### config.mk
export PLATFORM = sky130hd
export DESIGN_NAME = icb_region_split
export DESIGN_NICKNAME = d
export VERILOG_FILES = /design/src/cpu_cfg_pkg.sv /design/src/icb_pkg.sv /design/src/icb_region_split.sv
export SDC_FILE = /design/constraint.sdc
export NUM_CORES = 1
export LEC_CHECK = 0
export BUFFER_PORTS_ARGS = -buffer_cell sky130_fd_sc_hd__buf_2
export CAP_MARGIN = 0
export CORE_AREA = 2 2 151 153
export DETAILED_ROUTE_END_ITERATION = 8
export DIE_AREA = 0 0 153 155
export HOLD_SLACK_MARGIN = 0.06
export PLACE_DENSITY = 0.48
export SLEW_MARGIN = 15
export SYNTH_ARGS = -nofsm -noshare
export SYNTH_HDL_FRONTEND = slang
export SYNTH_SLANG_ARGS = --single-unit
export TNS_END_PERCENT = 50
### constraint.sdc
create_clock -name clk -period 3.15 [get_ports clk]
set_input_delay 0.7875 -clock clk [delete_from_list [all_inputs] [get_ports clk]]
set_output_delay 0.7875 -clock clk [all_outputs]
set_load 0.1 [all_outputs]
### src/cpu_cfg_pkg.sv
// CPU memory system configuration
// Bus widths, TCM sizes and the address map shared by the memory blocks

`default_nettype none

package cpu_cfg_pkg;

  // Bus widths
  localparam int xlen      = 32;
  localparam int addr_size = 32;
  localparam int mw        = xlen / 8;

  // Region bases, each TCM sits at the bottom of its region
  localparam logic [addr_size-1:0] itcm_base = 32'h8000_0000;
  localparam logic [addr_size-1:0] dtcm_base = 32'h9000_0000;

  // Default TCM byte address width, 4 KB per TCM
  localparam int tcm_aw_dflt = 12;

  typedef logic [xlen-1:0] word_t;
  typedef logic [mw-1:0]   mask_t;

endpackage

`default_nettype wire
### src/icb_pkg.sv
// ICB helper types
// Target encoding for the region splitter and the response bundle it steers

`default_nettype none

package icb_pkg;

  // Targets behind the region splitter
  typedef enum logic [1:0] {
    tgt_itcm = 2'd0,
    tgt_dtcm = 2'd1,
    tgt_mem  = 2'd2
  } icb_target_e;

  // Response payload as returned to the core side
  typedef struct packed {
    logic               err;
    cpu_cfg_pkg::word_t rdata;
  } icb_rsp_t;

endpackage

`default_nettype wire

### src/icb_region_split.sv
// ICB region splitter
// Decodes the command address into ITCM, DTCM or system memory and keeps
// a queue of outstanding targets so that responses return in command order.

`timescale 1ns/1ns
`default_nettype none

module icb_region_split #(
  parameter int itcm_aw    = cpu_cfg_pkg::tcm_aw_dflt,
  parameter int dtcm_aw    = cpu_cfg_pkg::tcm_aw_dflt,
  parameter int outs_depth = 4
) (
  input  wire                                   clk,
  input  wire                                   arst_n,
  // Core side
  input  wire                                   cmd_valid,
  output logic                                  cmd_ready,
  input  wire [cpu_cfg_pkg::addr_size-1:0]      cmd_addr,
  input  wire                                   cmd_read,
  input  wire cpu_cfg_pkg::word_t               cmd_wdata,
  input  wire cpu_cfg_pkg::mask_t               cmd_wmask,
  output logic                                  rsp_valid,
  input  wire                                   rsp_ready,
  output logic                                  rsp_err,
  output cpu_cfg_pkg::word_t                    rsp_rdata,
  // ITCM
  output logic                                  itcm_cmd_valid,
  input  wire                                   itcm_cmd_ready,
  output logic [itcm_aw-1:0]                    itcm_cmd_addr,
  output logic                                  itcm_cmd_read,
  output cpu_cfg_pkg::word_t                    itcm_cmd_wdata,
  output cpu_cfg_pkg::mask_t                    itcm_cmd_wmask,
  input  wire                                   itcm_rsp_valid,
  output logic                                  itcm_rsp_ready,
  input  wire                                   itcm_rsp_err,
  input  wire cpu_cfg_pkg::word_t               itcm_rsp_rdata,
  // DTCM
  output logic                                  dtcm_cmd_valid,
  input  wire                                   dtcm_cmd_ready,
  output logic [dtcm_aw-1:0]                    dtcm_cmd_addr,
  output logic                                  dtcm_cmd_read,
  output cpu_cfg_pkg::word_t                    dtcm_cmd_wdata,
  output cpu_cfg_pkg::mask_t                    dtcm_cmd_wmask,
  input  wire                                   dtcm_rsp_valid,
  output logic                                  dtcm_rsp_ready,
  input  wire                                   dtcm_rsp_err,
  input  wire cpu_cfg_pkg::word_t               dtcm_rsp_rdata,
  // System memory
  output logic                                  mem_cmd_valid,
  input  wire                                   mem_cmd_ready,
  output logic [cpu_cfg_pkg::addr_size-1:0]     mem_cmd_addr,
  output logic                                  mem_cmd_read,
  output cpu_cfg_pkg::word_t                    mem_cmd_wdata,
  output cpu_cfg_pkg::mask_t                    mem_cmd_wmask,
  input  wire                                   mem_rsp_valid,
  output logic                                  mem_rsp_ready,
  input  wire                                   mem_rsp_err,
  input  wire cpu_cfg_pkg::word_t               mem_rsp_rdata
);
  import cpu_cfg_pkg::*;
  import icb_pkg::*;

  localparam int pw = (outs_depth > 1) ? $clog2(outs_depth) : 1;
  localparam int cw = $clog2(outs_depth + 1);

  icb_target_e cmd_tgt;
  icb_target_e last_tgt;
  icb_target_e q_head;
  icb_target_e q_mem [0:outs_depth-1];
  logic [pw-1:0] wr_ptr;
  logic [pw-1:0] rd_ptr;
  logic [cw-1:0] q_cnt;
  logic          q_empty;
  logic          q_full;
  logic          order_ok;
  logic          tgt_cmd_ready;
  logic          head_valid;
  icb_rsp_t      head_rsp;
  logic          push;
  logic          pop;
  logic [2:0]    tgt_rsp_vld;

  //////////////////////////////////////////////////////////////////////
  // Address decode

  always_comb begin
    if (cmd_addr[addr_size-1:itcm_aw] == itcm_base[addr_size-1:itcm_aw]) begin
      cmd_tgt = tgt_itcm;
    end else if (cmd_addr[addr_size-1:dtcm_aw] == dtcm_base[addr_size-1:dtcm_aw]) begin
      cmd_tgt = tgt_dtcm;
    end else begin
      cmd_tgt = tgt_mem;
    end
  end

  //////////////////////////////////////////////////////////////////////
  // Command routing

  // Switching target is allowed only once everything older has drained
  assign q_empty  = (q_cnt == '0);
  assign q_full   = (q_cnt == cw'(outs_depth));
  assign order_ok = !q_full && (q_empty || cmd_tgt == last_tgt);

  always_comb begin
    case (cmd_tgt)
      tgt_itcm: tgt_cmd_ready = itcm_cmd_ready;
      tgt_dtcm: tgt_cmd_ready = dtcm_cmd_ready;
      default:  tgt_cmd_ready = mem_cmd_ready;
    endcase
  end

  assign cmd_ready      = order_ok && tgt_cmd_ready;
  assign itcm_cmd_valid = cmd_valid && order_ok && (cmd_tgt == tgt_itcm);
  assign dtcm_cmd_valid = cmd_valid && order_ok && (cmd_tgt == tgt_dtcm);
  assign mem_cmd_valid  = cmd_valid && order_ok && (cmd_tgt == tgt_mem);

  assign itcm_cmd_addr  = cmd_addr[itcm_aw-1:0];
  assign itcm_cmd_read  = cmd_read;
  assign itcm_cmd_wdata = cmd_wdata;
  assign itcm_cmd_wmask = cmd_wmask;
  assign dtcm_cmd_addr  = cmd_addr[dtcm_aw-1:0];
  assign dtcm_cmd_read  = cmd_read;
  assign dtcm_cmd_wdata = cmd_wdata;
  assign dtcm_cmd_wmask = cmd_wmask;
  assign mem_cmd_addr   = cmd_addr;
  assign mem_cmd_read   = cmd_read;
  assign mem_cmd_wdata  = cmd_wdata;
  assign mem_cmd_wmask  = cmd_wmask;

  //////////////////////////////////////////////////////////////////////
  // Order queue

  assign push   = cmd_valid && cmd_ready;
  assign pop    = rsp_valid && rsp_ready;
  assign q_head = q_mem[rd_ptr];

  always_ff @(posedge clk or negedge arst_n) begin
    if (!arst_n) begin
      wr_ptr   <= '0;
      rd_ptr   <= '0;
      q_cnt    <= '0;
      last_tgt <= tgt_mem;
    end else begin
      if (push) begin
        wr_ptr   <= (wr_ptr == pw'(outs_depth - 1)) ? '0 : wr_ptr + 1'b1;
        last_tgt <= cmd_tgt;
      end
      if (pop) begin
        rd_ptr <= (rd_ptr == pw'(outs_depth - 1)) ? '0 : rd_ptr + 1'b1;
      end
      if (push && !pop) begin
        q_cnt <= q_cnt + 1'b1;
      end else if (pop && !push) begin
        q_cnt <= q_cnt - 1'b1;
      end
    end
  end

  always_ff @(posedge clk) begin
    if (push) begin
      q_mem[wr_ptr] <= cmd_tgt;
    end
  end

  //////////////////////////////////////////////////////////////////////
  // Response steering

  always_comb begin
    case (q_head)
      tgt_itcm: begin
        head_valid = itcm_rsp_valid;
        head_rsp   = '{err: itcm_rsp_err, rdata: itcm_rsp_rdata};
      end
      tgt_dtcm: begin
        head_valid = dtcm_rsp_valid;
        head_rsp   = '{err: dtcm_rsp_err, rdata: dtcm_rsp_rdata};
      end
      default: begin
        head_valid = mem_rsp_valid;
        head_rsp   = '{err: mem_rsp_err, rdata: mem_rsp_rdata};
      end
    endcase
  end

  assign rsp_valid = !q_empty && head_valid;
  assign rsp_err   = head_rsp.err;
  assign rsp_rdata = head_rsp.rdata;

  // Targets not at the head see ready low and wait
  assign itcm_rsp_ready = rsp_ready && !q_empty && (q_head == tgt_itcm);
  assign dtcm_rsp_ready = rsp_ready && !q_empty && (q_head == tgt_dtcm);
  assign mem_rsp_ready  = rsp_ready && !q_empty && (q_head == tgt_mem);

  assign tgt_rsp_vld = {mem_rsp_valid, dtcm_rsp_valid, itcm_rsp_valid};

  // A push never lands on the entry still waiting at the head
  a_no_push_full: assert property (@(posedge clk) disable iff (!arst_n)
    push |-> q_empty || (wr_ptr != rd_ptr));

  // Only the target at the head may present a response
  a_rsp_from_head: assert property (@(posedge clk) disable iff (!arst_n)
    (tgt_rsp_vld != 3'b000) |-> (!q_empty && tgt_rsp_vld == (3'b001 << q_head)));

endmodule

`default_nettype wire

[Yosys cells after proc, flatten, opt, wreduce, memory -nomap -nowiden]
Memory sizes are Yosys's and may differ from the RTL's.
Cells that the tools add are included.
Cells by class
  $add $sub $neg: 4
  $mul: 0
  div/mod/pow operators: 0
  order comparisons: 0
  equal/unequal tests: 10
  shift operators: 0
  muxes and demuxes: 11
  bitwise gates (word level): 0
  reduce and logical (&&, ||, !) cells: 24
Operator list (number)
  $pmux W33 S2: 1
  $eq A20 B20 Y1 const B: 2
  $logic_and A1 B1 Y1: 15
  $eq A2 B2 Y1 const B: 4
  $mux W2: 4
  $mux W3: 2
  $add A2 B1 Y2 const B: 2
  $eq A2 B1 Y1 const B: 2
  $logic_not A1 Y1: 4
  $logic_not A2 Y1: 2
  $pmux W1 S2: 2
  $add A3 B1 Y3 const B: 1
  $eq A3 B3 Y1 const B: 1
  $logic_not A3 Y1: 1
  $sub A3 B1 Y3 const B: 1
  $eq A2 B2 Y1: 1
  $mux W1: 2
  $reduce_bool A2 Y1: 1
  $logic_or A1 B1 Y1: 1
Storage, ports and cells
  register bits: 9
  bits in latches: 0
  bits in writable memories: 8
  bits in read-only memories: 0
  input bits: 178
  word-level logic and storage cells: 54
  memories kept: 1
Memories
  q_mem: words 4, bits a word 2, read ports 1, clocked after Yosys merged registers in 0, write ports 1, RTL line icb_region_split.sv:69  | icb_target_e q_mem [0:outs_depth-1];

[Longest topological paths before layout]
Gate-level depths: netlist of the first run.
  word-level depth: 12
  depth in mapped cells: 11
  mapped depth without buffers: 11

[Worst setup path before layout of the first run]
OpenSTA, ideal clock, no wires.
  path kind: register -> output
  from: reg rd_ptr[0]
  to: out rsp_rdata[0]
  arrival: 3.604 ns
  required time: 2.362 ns
  slack: -1.241 ns
  stages on the path, launching flop included: 6
  cell sequence: dfrtp_1 > mux4_2 > buf_2 > buf_2 > mux2i_1 > o21ai_0
Between the ends
  word-level cells in the longest chain between the ends: 3
  elaborated cells on any way between the ends: 4
  classes of those cells: 1 x eq/ne; 1 x mux; 1 x reduce/logical; 1 x memory
RTL lines
  start, declared: RTL line icb_region_split.sv:71  | logic [pw-1:0] rd_ptr;
  start signal, assigned: RTL line icb_region_split.sv:149  | rd_ptr <= (rd_ptr == pw'(outs_depth - 1)) ? '0 : rd_ptr + 1'b1;
  $mem_v2 Z4 W2 (*)
  $eq A2 B1 Y1 or $logic_not A2 Y1 (tied branches): RTL line icb_region_split.sv:169  | case (q_head)
  $pmux W33 S2 (*): RTL line icb_region_split.sv:169
  end, declared: RTL line icb_region_split.sv:25  | output cpu_cfg_pkg::word_t rsp_rdata,
Mark *: on every way between the ends. The rest lies on a longest branch, timed or not.

[Worst setup path in the final report of the first run]
  from: in cmd_addr[20] (netlist name)
  to: out cmd_ready
Between the ends
  word-level cells in the longest chain between the ends: 7
  elaborated cells on any way between the ends: 11
  classes of those cells: 4 x eq/ne; 3 x mux; 4 x reduce/logical
RTL lines
  start, declared: RTL line icb_region_split.sv:18  | input wire [cpu_cfg_pkg::addr_size-1:0] cmd_addr,
  $eq A20 B20 Y1: RTL line icb_region_split.sv:89  | end else if (cmd_addr[addr_size-1:dtcm_aw] == dtcm_base[addr_size-1:dtcm_aw]) begin
  $mux W2: RTL line icb_region_split.sv:89
  $mux W2 (*): RTL line icb_region_split.sv:87  | if (cmd_addr[addr_size-1:itcm_aw] == itcm_base[addr_size-1:itcm_aw]) begin
  branches (longest 3 deep; another with $eq A2 B1 Y1)
  $logic_and A1 B1 Y1 (*): RTL line icb_region_split.sv:112  | assign cmd_ready = order_ok && tgt_cmd_ready;
  end, declared: RTL line icb_region_split.sv:17  | output logic cmd_ready,
Every way passes the cells marked *.

==> run_results.csv, run 1 <==
group,metric,value,unit
critical_path,r2r-end,"q_cnt[2]$_DFFE_PN0P_",
min_path,hold_class,"in2async",
finish,final_common_cell,"buf_2",
power,p_sw,3.26,mW
timing,setup_ws,122,ps
logic_synthesis,synth_cell_types,36,
drt,detail_route.wirelength,8.10,mm
floorplanning,fp.dieH,155,um
critical_path,crit_arrival,2240,ps
power,ir_worst_vdd,0.000451,V
clock_tree,clkLatencyLatePin,240,ps
clock_tree,cts_root_buffer,"clkbuf_16",
clock_tree,cts_made_buffers,3,
logic_synthesis,yosys_register_bits,17,
power,intPower,2.08,mW
critical_path,crit_path_start_kind,"input pin",
finish,syn2layout_area_growth,29.5,%
grt,grt_pass1_wl,12.1,mm
critical_path,rr_worst_depth,10,
critical_path,critPathKind,"in2out",
floorplanning,coreArea,22200,um^2
finish,diodes,0,
timing,fmax,0.330,GHz
grt,grt_max_degree,70,
drt,ant_nets,0,
power,pwr-share-clk,0.046,
timing,setup_violations,0,
place,portBuffers,189,
critical_path,r2r_setup_slack,420,ps
timing,slew_headroom,0.677,
grt,grt_pass1_vias,2255,
floorplanning,rows,55,
drt,wl_per_cell,12.1,um
clock_tree,path_clk_slew,50,ps
logic_synthesis,synthCells,360,
critical_path,slowest_delay,580,ps
clock_tree,clockBufferDepth,2,
clock_tree,cts_sinks,17,
floorplanning,die-area,23700,um^2
critical_path,cp_max_fo,2,
grt,antenna_found_initial,0,
critical_path,cp.required,2360,ps
place,gp_congestion,0.698,
timing,fin_crit_sh,0.961,
drt,route.detailed.drc,0,
logic_synthesis,syn_area_per_cell,8.23,um^2
drt,vias,2293,
floorplanning,initial_core_util,0.133,
timing,hold_violations,0,
power,power_leakage,1.77,nW
place,pre_cts_slack,-152,ps
clock_tree,cts_tree,"built",
floorplanning,die-width,153,um
finish,design_area,3840,um^2
place,post_dp_cell_area,3740,um^2
logic_synthesis,synth_edf_count,8,
clock_tree,htree_levels,1,
clock_tree,post-cts-setup-buffers,0,
finish,drive_above_1_share,0.652,
critical_path,endpoint_kind,"output port",
drt,drt_pass1_iterations,4,
place,hpwl,6.98,mm
timing,rsz0062_at_grt,"no",
logic_synthesis,synthesis.area,2960,um^2
finish,nNetsFinal,568,
logic_synthesis,yosysSeqAreaShare,0.158,
drt,via_per_inst,3.44,
grt,grt_usage,0.0638,
timing,fin_skew,3.65,ps
logic_synthesis,synthArstFlopShare,0.529,
timing,min_period,3030,ps
power,seqPwrFrac,0.070,
critical_path,cp_slowest_cell,"or4b_4",
grt,overflow,0,
floorplanning,pin_count,386,
power,p_comb_frac,0.885,
job,maxCapViolCount,0,
outcome,status,"complete, no violations",
finish,mostFrequentLayoutCells,"buf_2, buf_12, nand2_1, mux2i_1, o21ai_2",
power,p_per_area,1390,nW/um^2
critical_path,worstReg2RegStart,"q_cnt[1]$_DFFE_PN0P_",
clock_tree,cts_hold_buffers,0,
logic_synthesis,ys_warn_count,0,
drt,drtIter0Drc,63,
power,swShare,0.610,
logic_synthesis,syn_nets,545,
timing,tightest_slew,488,ps
logic_synthesis,synthFlopType,"edfxtp_1",
timing,final_max_slew_viol_count,0,
critical_path,crit_chain,"buf_2, nor4_2, nand4_1, or4b_4, nand2_1, buf_12",
-- synthesized netlist by cell type, types with 2 or more instances --
master / instances / area share
and2_1: 2 / 0.0042
nor3b_1: 2 / 0.0051
mux2i_1: 34 / 0.11
mux4_2: 2 / 0.015
buf_2: 4 / 0.0068
clkbuf_1: 8 / 0.010
nor3_1: 3 / 0.0051
xor2_1: 3 / 0.0089
nor4_1: 3 / 0.0063
edfxtp_1: 8 / 0.081
or3_4: 2 / 0.0076
mux2_2: 3 / 0.011
o21ai_0: 33 / 0.056
nor2_1: 6 / 0.0076
mux2_4: 3 / 0.015
dfrtp_1: 8 / 0.068
nor2b_1: 3 / 0.0063
and2_2: 4 / 0.010
buf_4: 167 / 0.42
ha_1: 6 / 0.025
nand2_1: 36 / 0.046
inv_1: 6 / 0.0076
-- area by class of cell --
class / count / area [um^2]
inverters: 6 / 22.5
repair buffers: 197 / 1630
multi-input cells: 158 / 1280
flip-flops and latches: 17 / 467
well taps: 285 / 357
fillers: 2496 / 18400
clock buffers: 4 / 78.8
-- per-stage QoR --
stage	TNS, ps	hold slack (ps)	power [mW]	utilization	std cells
global placement	-153	481	5.14	0.168	663
finish	0	389	5.33	0.173	667
global route	0	401	5.55	0.173	667
floorplan	-6220	465	4.42	-	360
detailed placement	-241	490	5.15	0.168	663
CTS	0	396	5.41	0.172	667
-- power groups by stage --
stage               logic (mW)  registers [mW]  clock network, mW
global route              4.91           0.386              0.259
floorplan                 4.05           0.361                  0
detailed placement        4.78           0.377                  0
global placement          4.76           0.375                  0
CTS                       4.78           0.373              0.251
finish                    4.72           0.371              0.245
-- per-layer routing --
metal	wire [um]	vias to the layer above	GRT usage
met5	0	-	0
met4	78	0	0.0119
met3	1690	6	0.0524
met2	3470	281	0.0984
met1	2870	929	0.0684
li1	-	1077	-
-- repair_timing --
action	in CTS	in global routing
resized for setup	0	2
endpoints found under the hold margin	0	0
endpoints found under the setup margin	0	4
-- cell families after synthesis --
family	count (synthesis)	synth area share
buffers and inverters	185	0.448
AND/OR/NAND/NOR	66	0.116
multiplexers	42	0.157
AO/OA/AOI/OAI	39	0.0785
flip-flops	17	0.158
adder cells (fa/ha/maj)	7	0.0321
XOR/XNOR	4	0.0118
-- sequential cells by signal, summed over array words and instances (netlist names) --
| signal | count |
|---|---|
| q_mem | 8 |
| rd_ptr | 2 |
| last_tgt | 2 |
| wr_ptr | 2 |
| q_cnt | 3 |
-- worst max path at each step --
| stage | depth (start not counted) | end | slack [ps] | from |
|---|---|---|---|---|
| 2_1_floorplan | 5 | rsp_err | -480 | rd_ptr[0]$_DFFE_PN0P_ |
| 3_3_place_gp | 11 | q_cnt[2]$_DFFE_PN0P_ | -110 | cmd_addr[20] |
| 3_5_place_dp | 11 | q_cnt[2]$_DFFE_PN0P_ | -150 | cmd_addr[20] |
| 4_1_cts | 6 | cmd_ready | 8 | cmd_addr[20] |
| 5_1_grt | 6 | cmd_ready | 30 | cmd_addr[20] |
| 6_report | 6 | cmd_ready | 120 | cmd_addr[20] |
-- critical path, delay by kind of cell --
family / cells / cell delay (ps)
buf+inv: 2 / 300
simple gates: 4 / 1150
Power figures use the tool's default switching activity.
==> run 2, diff against run 1 <==
==> constraint.sdc (replaced) <==
create_clock -name clk -period 3 [get_ports clk]
set_input_delay 0.75 -clock clk [delete_from_list [all_inputs] [get_ports clk]]
set_output_delay 0.75 -clock clk [all_outputs]
set_load 0.1 [all_outputs]
==> run_results.csv, run 2 (same netlist as run 1, synthesis figures left out) <==
group,metric,value,unit
grt,antenna_found_initial,0,
critical_path,crit_path_start_kind,"input pin",
power,p_per_area,1440,nW/um^2
timing,fmax,0.341,GHz
finish,drive_above_1_share,0.704,
drt,via_per_inst,3.43,
timing,hold_ws,353,ps
drt,detail_route.wirelength,8.48,mm
clock_tree,cts_made_buffers,3,
critical_path,cp_slowest_cell,"or4b_4",
power,swShare,0.603,
floorplanning,die-area,23700,um^2
job,maxCapViolCount,0,
place,gp_congestion,0.691,
grt,grt_usage,0.0649,
critical_path,crit_arrival,2180,ps
power,ir_worst_vdd,0.000404,V
timing,tightest_slew,494,ps
critical_path,cp.required,2250,ps
place,portBuffers,189,
finish,largest_reg_flops,8,
finish,final_common_cell,"buf_2",
grt,grt_pass1_vias,2307,
floorplanning,die-width,153,um
critical_path,endpoint_kind,"output port",
grt,grt_max_degree,52,
drt,vias,2320,
drt,ant_nets,0,
drt,drt_pass1_iterations,4,
critical_path,critPathBufInv,3,
critical_path,slowest_delay,560,ps
drt,drtIter0Drc,72,
floorplanning,rows,55,
timing,final_max_slew_viol_count,0,
clock_tree,path_clk_slew,50,ps
clock_tree,htree_levels,1,
clock_tree,clockBufferDepth,2,
grt,overflow,0,
floorplanning,fp.dieH,155,um
place,pre_cts_slack,-382,ps
timing,min_period,2930,ps
power,intPower,2.36,mW
clock_tree,cts_sinks,17,
power,p_comb_frac,0.891,
floorplanning,coreArea,22200,um^2
drt,route.detailed.drc,0,
floorplanning,initial_core_util,0.133,
timing,fin_skew,1.07,ps
finish,syn2layout_area_growth,39.4,%
finish,final_cells,677,
place,hpwl,7.34,mm
clock_tree,clkLatencyLatePin,240,ps
power,seqPwrFrac,0.064,
finish,top_register,"q_mem",
drt,wl_per_cell,12.5,um
timing,slew_headroom,0.673,
power,pwr-share-clk,0.044,
clock_tree,cts_tree,"built",
clock_tree,cts_root_buffer,"clkbuf_16",
finish,reg_top3,"q_mem: 8 flops, q_cnt: 3 flops",
grt,grt_pass1_wl,12.4,mm
timing,fin_crit_sh,0.978,
floorplanning,pin_count,386,
timing,rsz0062_at_grt,"yes",
place,place_inst,669,
finish,nNetsFinal,578,
outcome,status,"complete, no violations",
critical_path,cp_max_fo,2,
power,p_sw,3.58,mW
timing,setup_ws,66.4,ps
timing,setup_violations,0,
critical_path,crit_chain,"buf_6, nor4_4, buf_4, nand4_1, or4b_4, nand2_4, buf_12",
critical_path,path_delay_family,"simple AND/OR/NAND/NOR gates",
finish,mostFrequentLayoutCells,"buf_2, buf_12, nand2_1, mux2i_1, o21ai_4",
min_path,hold_class,"in2async",
finish,diodes,0,
power,power_leakage,1.85,nW
timing,hold_violations,0,
critical_path,critPathKind,"in2out",
run 2: cell count changes in the layout (fill, tap and decap cells not counted), moves of 2 or more:
cell     change
o21ai_1      -9
buf_6        +3
o21ai_4     +17
buf_4       +10
o21ai_2      -8
nor4_2       -2
buf_2        -2
run 2: metal layers:
layer	vias to the layer above	part of all wire	global-route usage
met3	2	0.17	0.0465
met2	254	0.47	0.108
met4	0	0.00035	0.00529
met1	969	0.36	0.0700
met5	-	0	0
li1	1095	-	-
run 2: worst paths after layout:
check / startpoint / endpoint / slack [ps] / cells after the start
worst min register to register: q_cnt[2]$_DFFE_PN0P_ / q_cnt[2]$_DFFE_PN0P_ / 490 / 1
worst max register to register: rd_ptr[0]$_DFFE_PN0P_ / q_cnt[1]$_DFFE_PN0P_ / 180 / 8
min in group clk: q_cnt[2]$_DFFE_PN0P_ / q_cnt[2]$_DFFE_PN0P_ / 490 / 1
max in group asynchronous: arst_n / last_tgt[1]$_DFFE_PN1P_ / 2400 / 1
worst max-delay path: cmd_addr[25] / cmd_ready / 70 / 7
worst min-delay path: arst_n / wr_ptr[1]$_DFFE_PN0P_ / 350 / 1
run 2: per-stage QoR:
step                      total power, mW  area, um^2   util  TNS, ps
after global routing                 6.21        4130  0.186     -111
after floorplan                      4.84        3210      -    -5770
after detailed placement             5.67        3930  0.177    -1120
after global placement               5.64        3930  0.177     -695
final                                5.94        4130  0.186        0
after CTS                            5.99        4100  0.184    -18.9
run 2: final cells by class:
class	count	area [um^2]
well taps	285	357
fillers	2473	18100
multi-input cells	158	1490
inverters	6	22.5
clock buffers	3	75.1
repair buffers	207	1710
flip-flops and latches	17	468
clock inverters	1	5.00
run 2: power groups by stage:
stage | sequential, mW | combinational [mW] | clock (mW)
after detailed placement | 0.387 | 5.28 | 0
after global routing | 0.396 | 5.53 | 0.283
after global placement | 0.384 | 5.26 | 0
after CTS | 0.383 | 5.34 | 0.270
after floorplan | 0.379 | 4.47 | 0
final | 0.382 | 5.29 | 0.264
run 2: repair_timing:
item,in CTS,in global routing
gates resized for setup,13,9
pin swaps,8,1
buffers inserted,4,0
hold buffers,0,0
setup endpoints to repair,21,17
gates cloned,0,0
